**src/mem_pkg.sv**
```systemverilog
package mem_pkg;

    typedef logic [31:0] word_t;

    // one enable per byte lane.
    typedef logic [3:0] strobe_t;

    typedef enum logic [1:0] {
        MSIZE1 = 2'd0,
        MSIZE2 = 2'd1,
        MSIZE4 = 2'd2
    } msize_t;

    // beats minus one.
    typedef enum logic [3:0] {
        MLEN1  = 4'd0,
        MLEN2  = 4'd1,
        MLEN4  = 4'd3,
        MLEN8  = 4'd7,
        MLEN16 = 4'd15
    } mlen_t;

    localparam int WORD_BYTES = 4;
    localparam int NUM_WAYS = 4;

    localparam strobe_t STROBE_NONE = 4'b0000;
    localparam strobe_t STROBE_ALL = 4'b1111;

    // byte lanes that a transfer of this size may touch.
    function automatic strobe_t size_mask(input msize_t size, input logic [1:0] byte_off);
        case (size)
            MSIZE1: return strobe_t'(4'b0001 << byte_off);
            MSIZE2: return strobe_t'(4'b0011 << byte_off);
            default: return STROBE_ALL;
        endcase
    endfunction

endpackage

```
**src/dcache.sv**
```systemverilog
module dcache
    import mem_pkg::*;
#(
    parameter int OFFSET_BITS = 4,
    parameter int INDEX_BITS = 2
) (
    input  logic    clk,
    input  logic    resetn,

    input  logic    req_valid,
    input  word_t   req_addr,
    input  msize_t  req_size,
    input  strobe_t req_strobe,
    input  word_t   req_data,
    output logic    addr_ok,
    output logic    data_ok,
    output word_t   rdata,

    output logic    bus_valid,
    output logic    bus_is_write,
    output msize_t  bus_size,
    output word_t   bus_addr,
    output strobe_t bus_strobe,
    output word_t   bus_data,
    output mlen_t   bus_len,
    input  logic    bus_ready,
    input  word_t   bus_rdata,
    input  logic    bus_last
);
    localparam int BYTE_BITS = $clog2(WORD_BYTES);
    localparam int WORD_BITS = OFFSET_BITS - BYTE_BITS;
    localparam int LINE_WORDS = 1 << WORD_BITS;
    localparam int NUM_SETS = 1 << INDEX_BITS;
    localparam int TAG_BITS = 32 - OFFSET_BITS - INDEX_BITS;
    localparam int WAY_BITS = $clog2(NUM_WAYS);
    localparam mlen_t LINE_LEN = mlen_t'(LINE_WORDS - 1);

    typedef enum logic [2:0] {
        IDLE,
        LOOKUP,
        WRITEBACK,
        FETCH,
        RESPOND
    } state_t;

    state_t state;

    logic [TAG_BITS-1:0] tag_q [NUM_SETS][NUM_WAYS];
    logic [NUM_WAYS-1:0] valid_q [NUM_SETS];
    logic [NUM_WAYS-1:0] dirty_q [NUM_SETS];
    word_t               line_q [NUM_SETS][NUM_WAYS][LINE_WORDS];

    word_t               req_addr_q;
    word_t               req_data_q;
    strobe_t             req_strobe_q;
    logic [WAY_BITS-1:0] way_q;
    logic [WORD_BITS-1:0] beat_q;

    logic [TAG_BITS-1:0]   req_tag;
    logic [INDEX_BITS-1:0] req_index;
    logic [WORD_BITS-1:0]  req_word;

    logic                hit;
    logic [WAY_BITS-1:0] hit_way;
    logic [WAY_BITS-1:0] victim_way;

    assign req_tag = req_addr_q[31 -: TAG_BITS];
    assign req_index = req_addr_q[OFFSET_BITS +: INDEX_BITS];
    assign req_word = req_addr_q[BYTE_BITS +: WORD_BITS];

    // xor of the four low way-sized slices of the tag.
    function automatic logic [WAY_BITS-1:0] fold_tag(input logic [TAG_BITS-1:0] tag);
        logic [WAY_BITS-1:0] h;
        h = '0;
        for (int i = 0; i < 4; i++) begin
            h = h ^ tag[i*WAY_BITS +: WAY_BITS];
        end
        return h;
    endfunction

    always_comb begin
        hit = 1'b0;
        hit_way = '0;
        for (int w = 0; w < NUM_WAYS; w++) begin
            if (valid_q[req_index][w] && tag_q[req_index][w] == req_tag) begin
                hit = 1'b1;
                hit_way = WAY_BITS'(w);
            end
        end
    end

    // lowest invalid way first, then the hashed way.
    always_comb begin
        victim_way = fold_tag(req_tag);
        for (int w = NUM_WAYS - 1; w >= 0; w--) begin
            if (!valid_q[req_index][w]) begin
                victim_way = WAY_BITS'(w);
            end
        end
    end

    assign addr_ok = state == IDLE;
    assign data_ok = state == RESPOND;
    assign rdata = line_q[req_index][way_q][req_word];

    assign bus_valid = state == WRITEBACK || state == FETCH;
    assign bus_is_write = state == WRITEBACK;
    assign bus_size = MSIZE4;
    assign bus_addr = bus_is_write ? {tag_q[req_index][way_q], req_index, {OFFSET_BITS{1'b0}}}
                                   : {req_tag, req_index, {OFFSET_BITS{1'b0}}};
    assign bus_strobe = bus_is_write ? STROBE_ALL : STROBE_NONE;
    assign bus_data = line_q[req_index][way_q][beat_q];
    assign bus_len = LINE_LEN;

    always_ff @(posedge clk) begin
        if (resetn) begin
            state <= IDLE;
            way_q <= '0;
            beat_q <= '0;
            valid_q <= '{default: '0};
            dirty_q <= '{default: '0};
        end else begin
            case (state)
                IDLE: begin
                    if (req_valid) begin
                        state <= LOOKUP;
                    end
                end
                LOOKUP: begin
                    beat_q <= '0;
                    if (hit) begin
                        way_q <= hit_way;
                        state <= RESPOND;
                    end else begin
                        way_q <= victim_way;
                        if (valid_q[req_index][victim_way] && dirty_q[req_index][victim_way]) begin
                            state <= WRITEBACK;
                        end else begin
                            state <= FETCH;
                        end
                    end
                end
                WRITEBACK: begin
                    if (bus_ready) begin
                        beat_q <= beat_q + 1'b1;
                        if (bus_last) begin
                            beat_q <= '0;
                            dirty_q[req_index][way_q] <= 1'b0;
                            state <= FETCH;
                        end
                    end
                end
                FETCH: begin
                    if (bus_ready) begin
                        beat_q <= beat_q + 1'b1;
                        if (bus_last) begin
                            valid_q[req_index][way_q] <= 1'b1;
                            dirty_q[req_index][way_q] <= 1'b0;
                            state <= RESPOND;
                        end
                    end
                end
                RESPOND: begin
                    if (req_strobe_q != STROBE_NONE) begin
                        dirty_q[req_index][way_q] <= 1'b1;
                    end
                    state <= IDLE;
                end
                default: state <= IDLE;
            endcase
        end
    end

    // request, tags and line words.
    always_ff @(posedge clk) begin
        if (state == IDLE && req_valid) begin
            req_addr_q <= req_addr;
            req_data_q <= req_data;
            req_strobe_q <= req_strobe & size_mask(req_size, req_addr[1:0]);
        end
        if (state == FETCH && bus_ready) begin
            line_q[req_index][way_q][beat_q] <= bus_rdata;
            if (bus_last) begin
                tag_q[req_index][way_q] <= req_tag;
            end
        end
        if (state == RESPOND) begin
            for (int b = 0; b < WORD_BYTES; b++) begin
                if (req_strobe_q[b]) begin
                    line_q[req_index][way_q][req_word][8*b +: 8] <= req_data_q[8*b +: 8];
                end
            end
        end
    end

    a_burst_held: assert property (@(posedge clk) disable iff (resetn)
        bus_valid && !(bus_ready && bus_last) |=> bus_valid);

    // the answering way holds the requested line.
    a_respond_line: assert property (@(posedge clk) disable iff (resetn)
        data_ok |-> valid_q[req_index][way_q] && tag_q[req_index][way_q] == req_tag);

endmodule

```
**src/uncached_bridge.sv**
```systemverilog
module uncached_bridge
    import mem_pkg::*;
(
    input  logic    clk,
    input  logic    resetn,

    input  logic    req_valid,
    input  word_t   req_addr,
    input  msize_t  req_size,
    input  strobe_t req_strobe,
    input  word_t   req_data,
    output logic    addr_ok,
    output logic    data_ok,
    output word_t   rdata,

    output logic    bus_valid,
    output logic    bus_is_write,
    output msize_t  bus_size,
    output word_t   bus_addr,
    output strobe_t bus_strobe,
    output word_t   bus_data,
    output mlen_t   bus_len,
    input  logic    bus_ready,
    input  word_t   bus_rdata,
    input  logic    bus_last
);
    typedef enum logic [1:0] {
        IDLE,
        BUSY,
        DONE
    } state_t;

    state_t  state;
    word_t   addr_q;
    word_t   data_q;
    msize_t  size_q;
    strobe_t strobe_q;
    word_t   rdata_q;

    assign addr_ok = state == IDLE;
    assign data_ok = state == DONE;
    assign rdata = rdata_q;

    assign bus_valid = state == BUSY;
    assign bus_is_write = strobe_q != STROBE_NONE;
    assign bus_size = size_q;
    assign bus_addr = addr_q;
    assign bus_strobe = strobe_q;
    assign bus_data = data_q;
    assign bus_len = MLEN1;

    always_ff @(posedge clk) begin
        if (resetn) begin
            state <= IDLE;
        end else begin
            case (state)
                IDLE: if (req_valid) state <= BUSY;
                BUSY: if (bus_ready && bus_last) state <= DONE;
                default: state <= IDLE;
            endcase
        end
    end

    always_ff @(posedge clk) begin
        if (state == IDLE && req_valid) begin
            addr_q <= req_addr;
            data_q <= req_data;
            size_q <= req_size;
            strobe_q <= req_strobe;
        end
        // read data is held for the response cycle.
        if (state == BUSY && bus_ready && bus_last) begin
            rdata_q <= bus_rdata;
        end
    end

    // the first completed beat ends the burst.
    a_single_beat: assert property (@(posedge clk) disable iff (resetn)
        bus_valid && bus_ready |=> !bus_valid);

endmodule

```
**src/cbus_arbiter.sv**
```systemverilog
module cbus_arbiter
    import mem_pkg::*;
(
    input  logic    clk,
    input  logic    resetn,

    input  logic    m0_valid,
    input  logic    m0_is_write,
    input  msize_t  m0_size,
    input  word_t   m0_addr,
    input  strobe_t m0_strobe,
    input  word_t   m0_data,
    input  mlen_t   m0_len,
    output logic    m0_ready,
    output word_t   m0_rdata,
    output logic    m0_last,

    input  logic    m1_valid,
    input  logic    m1_is_write,
    input  msize_t  m1_size,
    input  word_t   m1_addr,
    input  strobe_t m1_strobe,
    input  word_t   m1_data,
    input  mlen_t   m1_len,
    output logic    m1_ready,
    output word_t   m1_rdata,
    output logic    m1_last,

    output logic    s_valid,
    output logic    s_is_write,
    output msize_t  s_size,
    output word_t   s_addr,
    output strobe_t s_strobe,
    output word_t   s_data,
    output mlen_t   s_len,
    input  logic    s_ready,
    input  word_t   s_rdata,
    input  logic    s_last
);
    logic locked_q;
    logic grant_q;
    logic last_q;
    logic grant;

    // round robin only when the bus is free.
    always_comb begin
        if (locked_q) begin
            grant = grant_q;
        end else if (m0_valid && m1_valid) begin
            grant = ~last_q;
        end else begin
            grant = m1_valid;
        end
    end

    assign s_valid = grant ? m1_valid : m0_valid;
    assign s_is_write = grant ? m1_is_write : m0_is_write;
    assign s_size = grant ? m1_size : m0_size;
    assign s_addr = grant ? m1_addr : m0_addr;
    assign s_strobe = grant ? m1_strobe : m0_strobe;
    assign s_data = grant ? m1_data : m0_data;
    assign s_len = grant ? m1_len : m0_len;

    assign m0_ready = s_ready && s_valid && !grant;
    assign m0_last = s_last && s_valid && !grant;
    assign m0_rdata = s_rdata;
    assign m1_ready = s_ready && s_valid && grant;
    assign m1_last = s_last && s_valid && grant;
    assign m1_rdata = s_rdata;

    // lock from the first presented beat until last completes.
    always_ff @(posedge clk) begin
        if (resetn) begin
            locked_q <= 1'b0;
            grant_q <= 1'b0;
            last_q <= 1'b1;
        end else if (s_valid && s_ready && s_last) begin
            locked_q <= 1'b0;
            last_q <= grant;
        end else if (s_valid) begin
            locked_q <= 1'b1;
            grant_q <= grant;
        end
    end

    a_grant_locked: assert property (@(posedge clk) disable iff (resetn)
        s_valid && !(s_ready && s_last) |=> s_valid && grant == $past(grant));

    a_grant_valid: assert property (@(posedge clk) disable iff (resetn)
        (m0_valid || m1_valid) |-> s_valid);

endmodule

```
**src/mem_subsys_top.sv**
```systemverilog
module mem_subsys_top
    import mem_pkg::*;
#(
    parameter int OFFSET_BITS = 4,
    parameter int INDEX_BITS = 2
) (
    input  logic    clk,
    input  logic    resetn,

    input  logic    d_valid,
    input  word_t   d_addr,
    input  msize_t  d_size,
    input  strobe_t d_strobe,
    input  word_t   d_data,
    output logic    d_addr_ok,
    output logic    d_data_ok,
    output word_t   d_rdata,

    input  logic    u_valid,
    input  word_t   u_addr,
    input  msize_t  u_size,
    input  strobe_t u_strobe,
    input  word_t   u_data,
    output logic    u_addr_ok,
    output logic    u_data_ok,
    output word_t   u_rdata,

    output logic    mem_valid,
    output logic    mem_is_write,
    output msize_t  mem_size,
    output word_t   mem_addr,
    output strobe_t mem_strobe,
    output word_t   mem_data,
    output mlen_t   mem_len,
    input  logic    mem_ready,
    input  word_t   mem_rdata,
    input  logic    mem_last
);
    // cache side of the arbiter.
    logic    c_valid;
    logic    c_is_write;
    msize_t  c_size;
    word_t   c_addr;
    strobe_t c_strobe;
    word_t   c_data;
    mlen_t   c_len;
    logic    c_ready;
    word_t   c_rdata;
    logic    c_last;

    // bridge side.
    logic    b_valid;
    logic    b_is_write;
    msize_t  b_size;
    word_t   b_addr;
    strobe_t b_strobe;
    word_t   b_data;
    mlen_t   b_len;
    logic    b_ready;
    word_t   b_rdata;
    logic    b_last;

    dcache #(
        .OFFSET_BITS(OFFSET_BITS),
        .INDEX_BITS(INDEX_BITS)
    ) dcache_i (
        .clk(clk), .resetn(resetn),
        .req_valid(d_valid), .req_addr(d_addr), .req_size(d_size),
        .req_strobe(d_strobe), .req_data(d_data),
        .addr_ok(d_addr_ok), .data_ok(d_data_ok), .rdata(d_rdata),
        .bus_valid(c_valid), .bus_is_write(c_is_write), .bus_size(c_size),
        .bus_addr(c_addr), .bus_strobe(c_strobe), .bus_data(c_data), .bus_len(c_len),
        .bus_ready(c_ready), .bus_rdata(c_rdata), .bus_last(c_last)
    );

    uncached_bridge bridge_i (
        .clk(clk), .resetn(resetn),
        .req_valid(u_valid), .req_addr(u_addr), .req_size(u_size),
        .req_strobe(u_strobe), .req_data(u_data),
        .addr_ok(u_addr_ok), .data_ok(u_data_ok), .rdata(u_rdata),
        .bus_valid(b_valid), .bus_is_write(b_is_write), .bus_size(b_size),
        .bus_addr(b_addr), .bus_strobe(b_strobe), .bus_data(b_data), .bus_len(b_len),
        .bus_ready(b_ready), .bus_rdata(b_rdata), .bus_last(b_last)
    );

    cbus_arbiter arb_i (
        .clk(clk), .resetn(resetn),
        .m0_valid(c_valid), .m0_is_write(c_is_write), .m0_size(c_size),
        .m0_addr(c_addr), .m0_strobe(c_strobe), .m0_data(c_data), .m0_len(c_len),
        .m0_ready(c_ready), .m0_rdata(c_rdata), .m0_last(c_last),
        .m1_valid(b_valid), .m1_is_write(b_is_write), .m1_size(b_size),
        .m1_addr(b_addr), .m1_strobe(b_strobe), .m1_data(b_data), .m1_len(b_len),
        .m1_ready(b_ready), .m1_rdata(b_rdata), .m1_last(b_last),
        .s_valid(mem_valid), .s_is_write(mem_is_write), .s_size(mem_size),
        .s_addr(mem_addr), .s_strobe(mem_strobe), .s_data(mem_data), .s_len(mem_len),
        .s_ready(mem_ready), .s_rdata(mem_rdata), .s_last(mem_last)
    );

endmodule

```
**config.mk**
```make
export PLATFORM = sky130hd
export DESIGN_NAME = mem_subsys_top
export DESIGN_NICKNAME = d
export VERILOG_FILES = /design/src/mem_pkg.sv /design/src/dcache.sv /design/src/uncached_bridge.sv /design/src/cbus_arbiter.sv /design/src/mem_subsys_top.sv
export SDC_FILE = /design/constraint.sdc
export NUM_CORES = 2
export LEC_CHECK = 0
export BUFFER_PORTS_ARGS = -buffer_cell sky130_fd_sc_hd__buf_2
export CORE_ASPECT_RATIO = 0.5
export CORE_MARGIN = 5
export CORE_UTILIZATION = 60
export CTS_BUF_LIST = sky130_fd_sc_hd__clkbuf_4 sky130_fd_sc_hd__clkbuf_8
export DETAILED_ROUTE_END_ITERATION = 8
export GPL_TIMING_DRIVEN = 0
export PLACE_DENSITY = 0.75
export SLEW_MARGIN = 20
export SYNTH_ARGS = -nofsm -noshare
export SYNTH_HDL_FRONTEND = slang
export SYNTH_SLANG_ARGS = --single-unit
```
**constraint.sdc**
```tcl
create_clock -name clk -period 5.3 [get_ports clk]
set_input_delay 0.265 -clock clk [delete_from_list [all_inputs] [get_ports clk]]
set_output_delay 0.265 -clock clk [all_outputs]
set_load 0.005 [all_outputs]
```
# [Word level (Yosys, flattened, before mapping)]
# Memories as Yosys holds them, arrays and structs flattened. A register that Yosys moved wholly into a read port is not among the register bits.
# Cells that the tools add are included.
[word_totals] wordCells=4322 in_bits=178 ff_bits=214 ram_bits=2464 n_memories=2 latch_bits=0 rom_bits=0
[mem_list] name="dcache_i.line_q" depth=4 width=512 rd=1 rd_clocked_by_memory_dff=1 wr=1 line="dcache.sv:51" text="word_t line_q [NUM_SETS][NUM_WAYS][LINE_WORDS];"
[mem_list] name="dcache_i.tag_q" depth=4 width=104 rd=1 rd_clocked_by_memory_dff=1 wr=1 line="dcache.sv:48" text="logic [TAG_BITS-1:0] tag_q [NUM_SETS][NUM_WAYS];"
[op_classes] add_sub_neg=1 n_eq_ne=21 n_mul=0 n_lt_le_gt_ge=11 shifts=2 muxes=2159 bitwise=2062 n_reduce_logical=41 n_div=0
[ops] op="2-to-1 mux 512 bit" count=5
[ops] op="2-to-1 mux 1 bit" count=2072
[ops] op="OR 1 bit" count=2048
[ops] op="demux 128 bit (select 2 bit)" count=5
[ops] op="2-to-1 mux 128 bit" count=7
[ops] op="demux 32 bit (select 2 bit)" count=5
[ops] op="2-to-1 mux 32 bit" count=9
[ops] op="binary-select mux 128 bit (select 2 bit)" count=1
[ops] op="binary-select mux 32 bit (select 2 bit)" count=2
[ops] op="== test 26 bit" count=4
[ops] op="2-to-1 mux 104 bit" count=1
[ops] op="2-to-1 mux 26 bit" count=3
[ops] op="2-to-1 mux 16 bit" count=4
[ops] op="binary-select mux 26 bit (select 2 bit)" count=1
[ops] op="demux 26 bit (select 2 bit)" count=1
[ops] op="2-to-1 mux 2 bit" count=16
[ops] op="2-to-1 mux 4 bit" count=8
[ops] op="OR 16 bit" count=2
[ops] op="one-hot mux 16 bit (2 select lines)" count=1
[ops] op="logical AND 1 bit" count=24
[ops] op="2-to-1 mux 24 bit" count=1
[ops] op="2-to-1 mux 3 bit" count=6
[ops] op="bitwise AND 16 bit" count=1
[ops] op="binary-select mux 4 bit (select 2 bit)" count=2
[ops] op="39 further kinds" count=68

# [Longest topological paths before layout]
[logic_depth] word_depth=15 mapped_depth=13 ltp_nobuf=9

# [Hierarchy]
# From an unflattened synthesis, not the netlist that was laid out.
[unflattened] cells_unflattened=5690 area_unflattened_um2=113600.2
[by_module_without_submodules] module="dcache" area_per_inst_um2=108771.8 cells_per_inst=5401 instances=1
[by_module_without_submodules] module="uncached_bridge" area_per_inst_um2=3199.3 cells_per_inst=119 instances=1
[by_module_without_submodules] module="cbus_arbiter" area_per_inst_um2=1629.1 cells_per_inst=170 instances=1

# [Worst setup path after synthesis]
# Ideal clock, no wire load.
[synth_path] path_kind="register -> register" start="reg dcache_i.state[2]" end="reg bridge_i.rdata_q[0], in the netlist bridge_i.rdata[0], enable pin" required_ns=4.877 t_arrival_ns=2.913 path_stages_with_launch=7 path_slack_ns=1.965 path_buffers=0 synth_period_minus_slack_ns=3.335 cell_sequence="dfxtp_1 -> and3b_1 -> o31ai_1 -> inv_1 -> o21ai_0 -> nand3_1 -> nor2_1"
[synth_between] elab_chain_cells=10 elab_cells_between_ends=13
[synth_rtl] item="start, declared" line="dcache.sv:46" text="state_t state;"
[synth_rtl] item="start signal, assigned" line="dcache.sv:117" text="state <= IDLE;"
[synth_rtl] item="start signal, assigned" line="dcache.sv:126" text="state <= LOOKUP;"
[synth_rtl] item="start signal, assigned" line="dcache.sv:133" text="state <= RESPOND;"
[synth_rtl] item="== test 3 x 2 -> 1 bit" line="dcache.sv:106" text="assign bus_valid = state == WRITEBACK || state == FETCH;"
[synth_rtl] item="logical OR 1 bit *" line="dcache.sv:106"
[synth_rtl] item="logical AND 1 bit" line="cbus_arbiter.sv:49" text="end else if (m0_valid && m1_valid) begin"
[synth_rtl] item="2-to-1 mux 1 bit" line="cbus_arbiter.sv:49"
[synth_rtl] item="2-to-1 mux 1 bit" line="cbus_arbiter.sv:47" text="if (locked_q) begin"
[synth_rtl] item="2-to-1 mux 1 bit *" line="cbus_arbiter.sv:56" text="assign s_valid = grant ? m1_valid : m0_valid;"
[synth_rtl] item="named net mem_valid" line="mem_subsys_top.sv:28" text="output logic mem_valid,"
[synth_rtl] item="logical AND 1 bit (2 in a row)" line="cbus_arbiter.sv:67" text="assign m1_ready = s_ready && s_valid && grant;"
[synth_rtl] item="logical AND 1 bit" line="uncached_bridge.sv:72" text="if (state == BUSY && bus_ready && bus_last) begin"
[synth_rtl] item="logical AND 1 bit *" line="uncached_bridge.sv:72"
[synth_rtl] item="end signal, assigned" line="uncached_bridge.sv:73" text="rdata_q <= bus_rdata;"
[synth_rtl] item="end, declared" line="uncached_bridge.sv:38" text="word_t rdata_q;"
# The timed path passes the listed nets; every way through them passes the cells marked *.
# A chain may end at the register's enable or synchronous reset.

==> flow_summary.yaml <==
floorplanning:
  die_w_um: 621.8
  die_height_um: 315.9
  die_area_sq_um: 196400
  io_pins: 322
  fp-row-count: 112
  start_util_pct: 60.30
  core_sq_um: 186200
clocking:
  cts_tree: "built"
  cts_setup_buffers: 0
  cts_sinks: 2678
  cts-root-buf: "clkbuf_8"
  clock_latency_ns: 1.01
  path_clk_slew_ns: 0.06
  htreeDepth: 5
  clk_path_buf_depth: 4
  cts_buffers: 367
power:
  combPwrFrac_pct: 29.1
  pwr_density_cell_nw_per_um2: 440.0
  p_switching_w: 0.01862
  internal_power_w: 0.03803
  seq_power_share_pct: 42.7
  clock_power_share_pct: 28.2
  swShare_pct: 32.87
  peakVddDrop_uv: 278.5
  p_leak_nw: 41.97
routing:
  drt-vias-per-instance: 7.103
  totalWireLength_um: 377700
  wl_met3_um: 60900
  highest_layer: "met5"
  drt_iter0_drc: 11080
  dr_wl_met2_um: 167700
  dr.pass1.iters: 9
  drc: 0
  wl_per_cell_um: 39.94
  vias: 67160
  wl_met1_um: 125800
  antenna_left: 0
finish:
  final_layout_size_suffix_gt1_share_pct: 36.26
  area_growth_pct: 14.67
  nNetsFinal: 6811
  seq_area_sq_um: 79960
  fillers: 11380
  multi_input_area_sq_um: 30770
timing:
  rsz0062_at_grt: "false"
  period_minus_slack_ns: 5.312
  max_freq_mhz: 188.2
  period_share_pct: 100.2
  drv_slew: 0
  setup_viol: 2
  max_slew_margin_pct: 8.899
  tightest_slew_ns: 1.367
  fin_tns_setup_ns: -0.01456
  hold_ws_ns: 0.05079
  skew_ns: 0.07926
  timing_hold_violations_final: 0
  worst_slack_ns: -0.01223
synth:
  async_reset_ff_share_pct: 0
  synthCells: 5580
  synth_cell_type_count: 66
  yosysSeqAreaShare_pct: 71.20
  synth_top_area_share_pct: 70.38
  syn_area_per_cell_sq_um: 20.12
  synth_largest_area_cell: "edfxtp_1"
  yosysWarnings: 0
  syn_area_sq_um: 112300
  ys_top_cells_by_area: "edfxtp_1 (70%), mux4_2 (16%), mux2_2 (5.2%), nor2_1 (1.3%), mux2i_1 (1.2%)"
  synth_flop_cell: "edfxtp_1"
  synth_edf_count: 2632
  ys_ff_latch: 2678
place:
  finalWeightedCongestion: 0.9826
  io_buffers: 318
  dp_hpwl_um: 261400
worst_setup_path:
  crit_buf_inv: 6
  slowest_stage: "clkbuf_2"
  path_cells: "buf_2 -> buf_6 -> buf_6 -> buf_6 -> clkbuf_2 -> mux4_2 -> mux4_2 -> mux4_2 -> nand2_1 -> nand2_1 -> buf_2"
  cpPeakStageDelay_ns: 0.66
  path_max_fanout: 10
  endpoint_kind: "primary output"
  startpoint_type: "flip-flop"
  required_ns: 5.04
  critical-path-top-delay-family: "buffers and inverters"
  crit_arrival_ns: 5.05
  worstSetupPathType: "reg2out"
grt:
  antenna_found_initial: 44
  grt_pass1_wl_um: 513900
  grt_remaining_overflow: 0
  grt_pass1_vias: 65610
  grtUsageTotal_pct: 38.36
  grt_max_degree: 44
status:
  status: "finished, violations left"
  failed_checks: "setup timing"
run:
  maxCapViolCount: 0
worst_hold_path:
  hp-class: "in2reg"
==> area by class of cell <==
class                   instances  share of cell area, %
repair buffers                681                  4.534
flip-flops and latches       2678                  62.10
plain buffers                 370                  1.428
well taps                    2508                  2.437
multi-input cells            2514                  23.89
clock inverters               164                 0.8017
diodes                         33                0.06413
inverters                      17                0.04956
clock buffers                 490                  4.693
==> final timing paths <==
| check | from | endpoint | slack (ns) | depth (start not counted) |
|---|---|---|---|---|
| hold reg to reg | dcache_i.valid_q[3] | dcache_i.valid_q[3] | 0.46 | 1 |
| setup / recovery | flip-flop | mem_data[24] | -0.01 | 11 |
| setup reg to reg | dcache_i.state[1] | dcache_i.line_q[3][139] | 0.30 | 9 |
| hold / removal | u_addr[22] | bridge_i.bus_addr[22] | 0.05 | 2 |
==> synth_stat cells, drive strengths merged (4+ instances only) <==
cell type  number
a2111oi         5
a211oi          7
a21oi          67
a22oi          10
a311oi          7
a31oi           4
and2           22
buf           146
clkbuf        226
dfxtp          46
edfxtp       2632
ha              4
inv            17
mux2          518
mux2i         139
mux4          802
nand2         256
nand2b         16
nand3          20
nand4          10
nor2          379
nor2b           7
nor3           12
nor4           10
o2111ai         5
o21a           20
o21ai          44
o221ai          7
o22ai           8
or2             8
xnor2          58
xor2           29
==> metal layers <==
metal	vias up	track usage [%]
met1	34590	49.86
li1	25090	-
met3	1273	16.03
met5	-	0.02391
met4	32	18.88
met2	6176	56.69
==> power groups by stage <==
stage / logic [W] / clock network [W] / registers (W)
finish: 0.0165 / 0.0160 / 0.0242
global route: 0.0165 / 0.0169 / 0.0242
CTS: 0.0158 / 0.0158 / 0.0242
detailed placement: 0.0156 / 0 / 0.0246
global placement: 0.0151 / 0 / 0.0246
floorplan: 0.00867 / 0 / 0.0243
==> cell families after synthesis <==
family,after synthesis,share of synthesized area (%)
XOR/XNOR,87,0.6786
AND/OR/NAND/NOR,752,2.759
other,1,0.003339
adder cells (fa/ha/maj),4,0.04457
buffers and inverters,389,1.592
flip-flops,2678,71.20
multiplexers,1459,22.52
AO/OA/AOI/OAI,210,1.200
==> sequential cells by signal, summed over array words and instances (netlist names), 2 cells and up, named ones only <==
name                   flops
bridge_i.bus_addr         32
dcache_i.state             3
dcache_i.req_data_q       32
dcache_i.valid_q          16
bridge_i.bus_data         32
dcache_i.req_addr_q       30
bridge_i.bus_strobe        4
dcache_i.req_strobe_q      4
dcache_i.tag_q           416
dcache_i.way_q             2
dcache_i.beat_q            2
dcache_i.line_q         2048
bridge_i.rdata            32
bridge_i.bus_size          2
bridge_i.state             2
==> stage by stage <==
step | util [%] | setup WS (ns) | cell area [sq um] | cells | total power, W
finish | 69.14 | -0.01223 | 128800 | 9455 | 0.05665
global route | 69.10 | 0.01016 | 128700 | 9427 | 0.05756
CTS | 69.08 | -0.05808 | 128700 | 9424 | 0.05585
detailed placement | 63.61 | 0.5259 | 118500 | 8463 | 0.04023
global placement | 62.84 | -0.7685 | 117000 | 8407 | 0.03975
floorplan | - | 1.965 | 112300 | 5581 | 0.03297
==> layout by cell type, fill, tap and decap left out, types with 71 or more instances in the layout <==
| cell type | instances |
|---|---|
| nor2_1 | 342 |
| mux4_2 | 802 |
| clkbuf_4 | 114 |
| clkbuf_1 | 155 |
| clkbuf_2 | 71 |
| mux2i_1 | 139 |
| dlygate4sd3_1 | 307 |
| clkinv_1 | 97 |
| clkbuf_8 | 378 |
| edfxtp_1 | 2632 |
| buf_2 | 392 |
| mux2_2 | 518 |
| nand2_1 | 256 |
==> what timing repair did <==
action                                  in CTS  in global routing
endpoints found under the setup margin      56                 14
endpoints found under the hold margin     1038                  0
gates resized for setup                     15                 33
hold buffers                               307                  0
No activity file was read; power rests on OpenSTA's default activity.
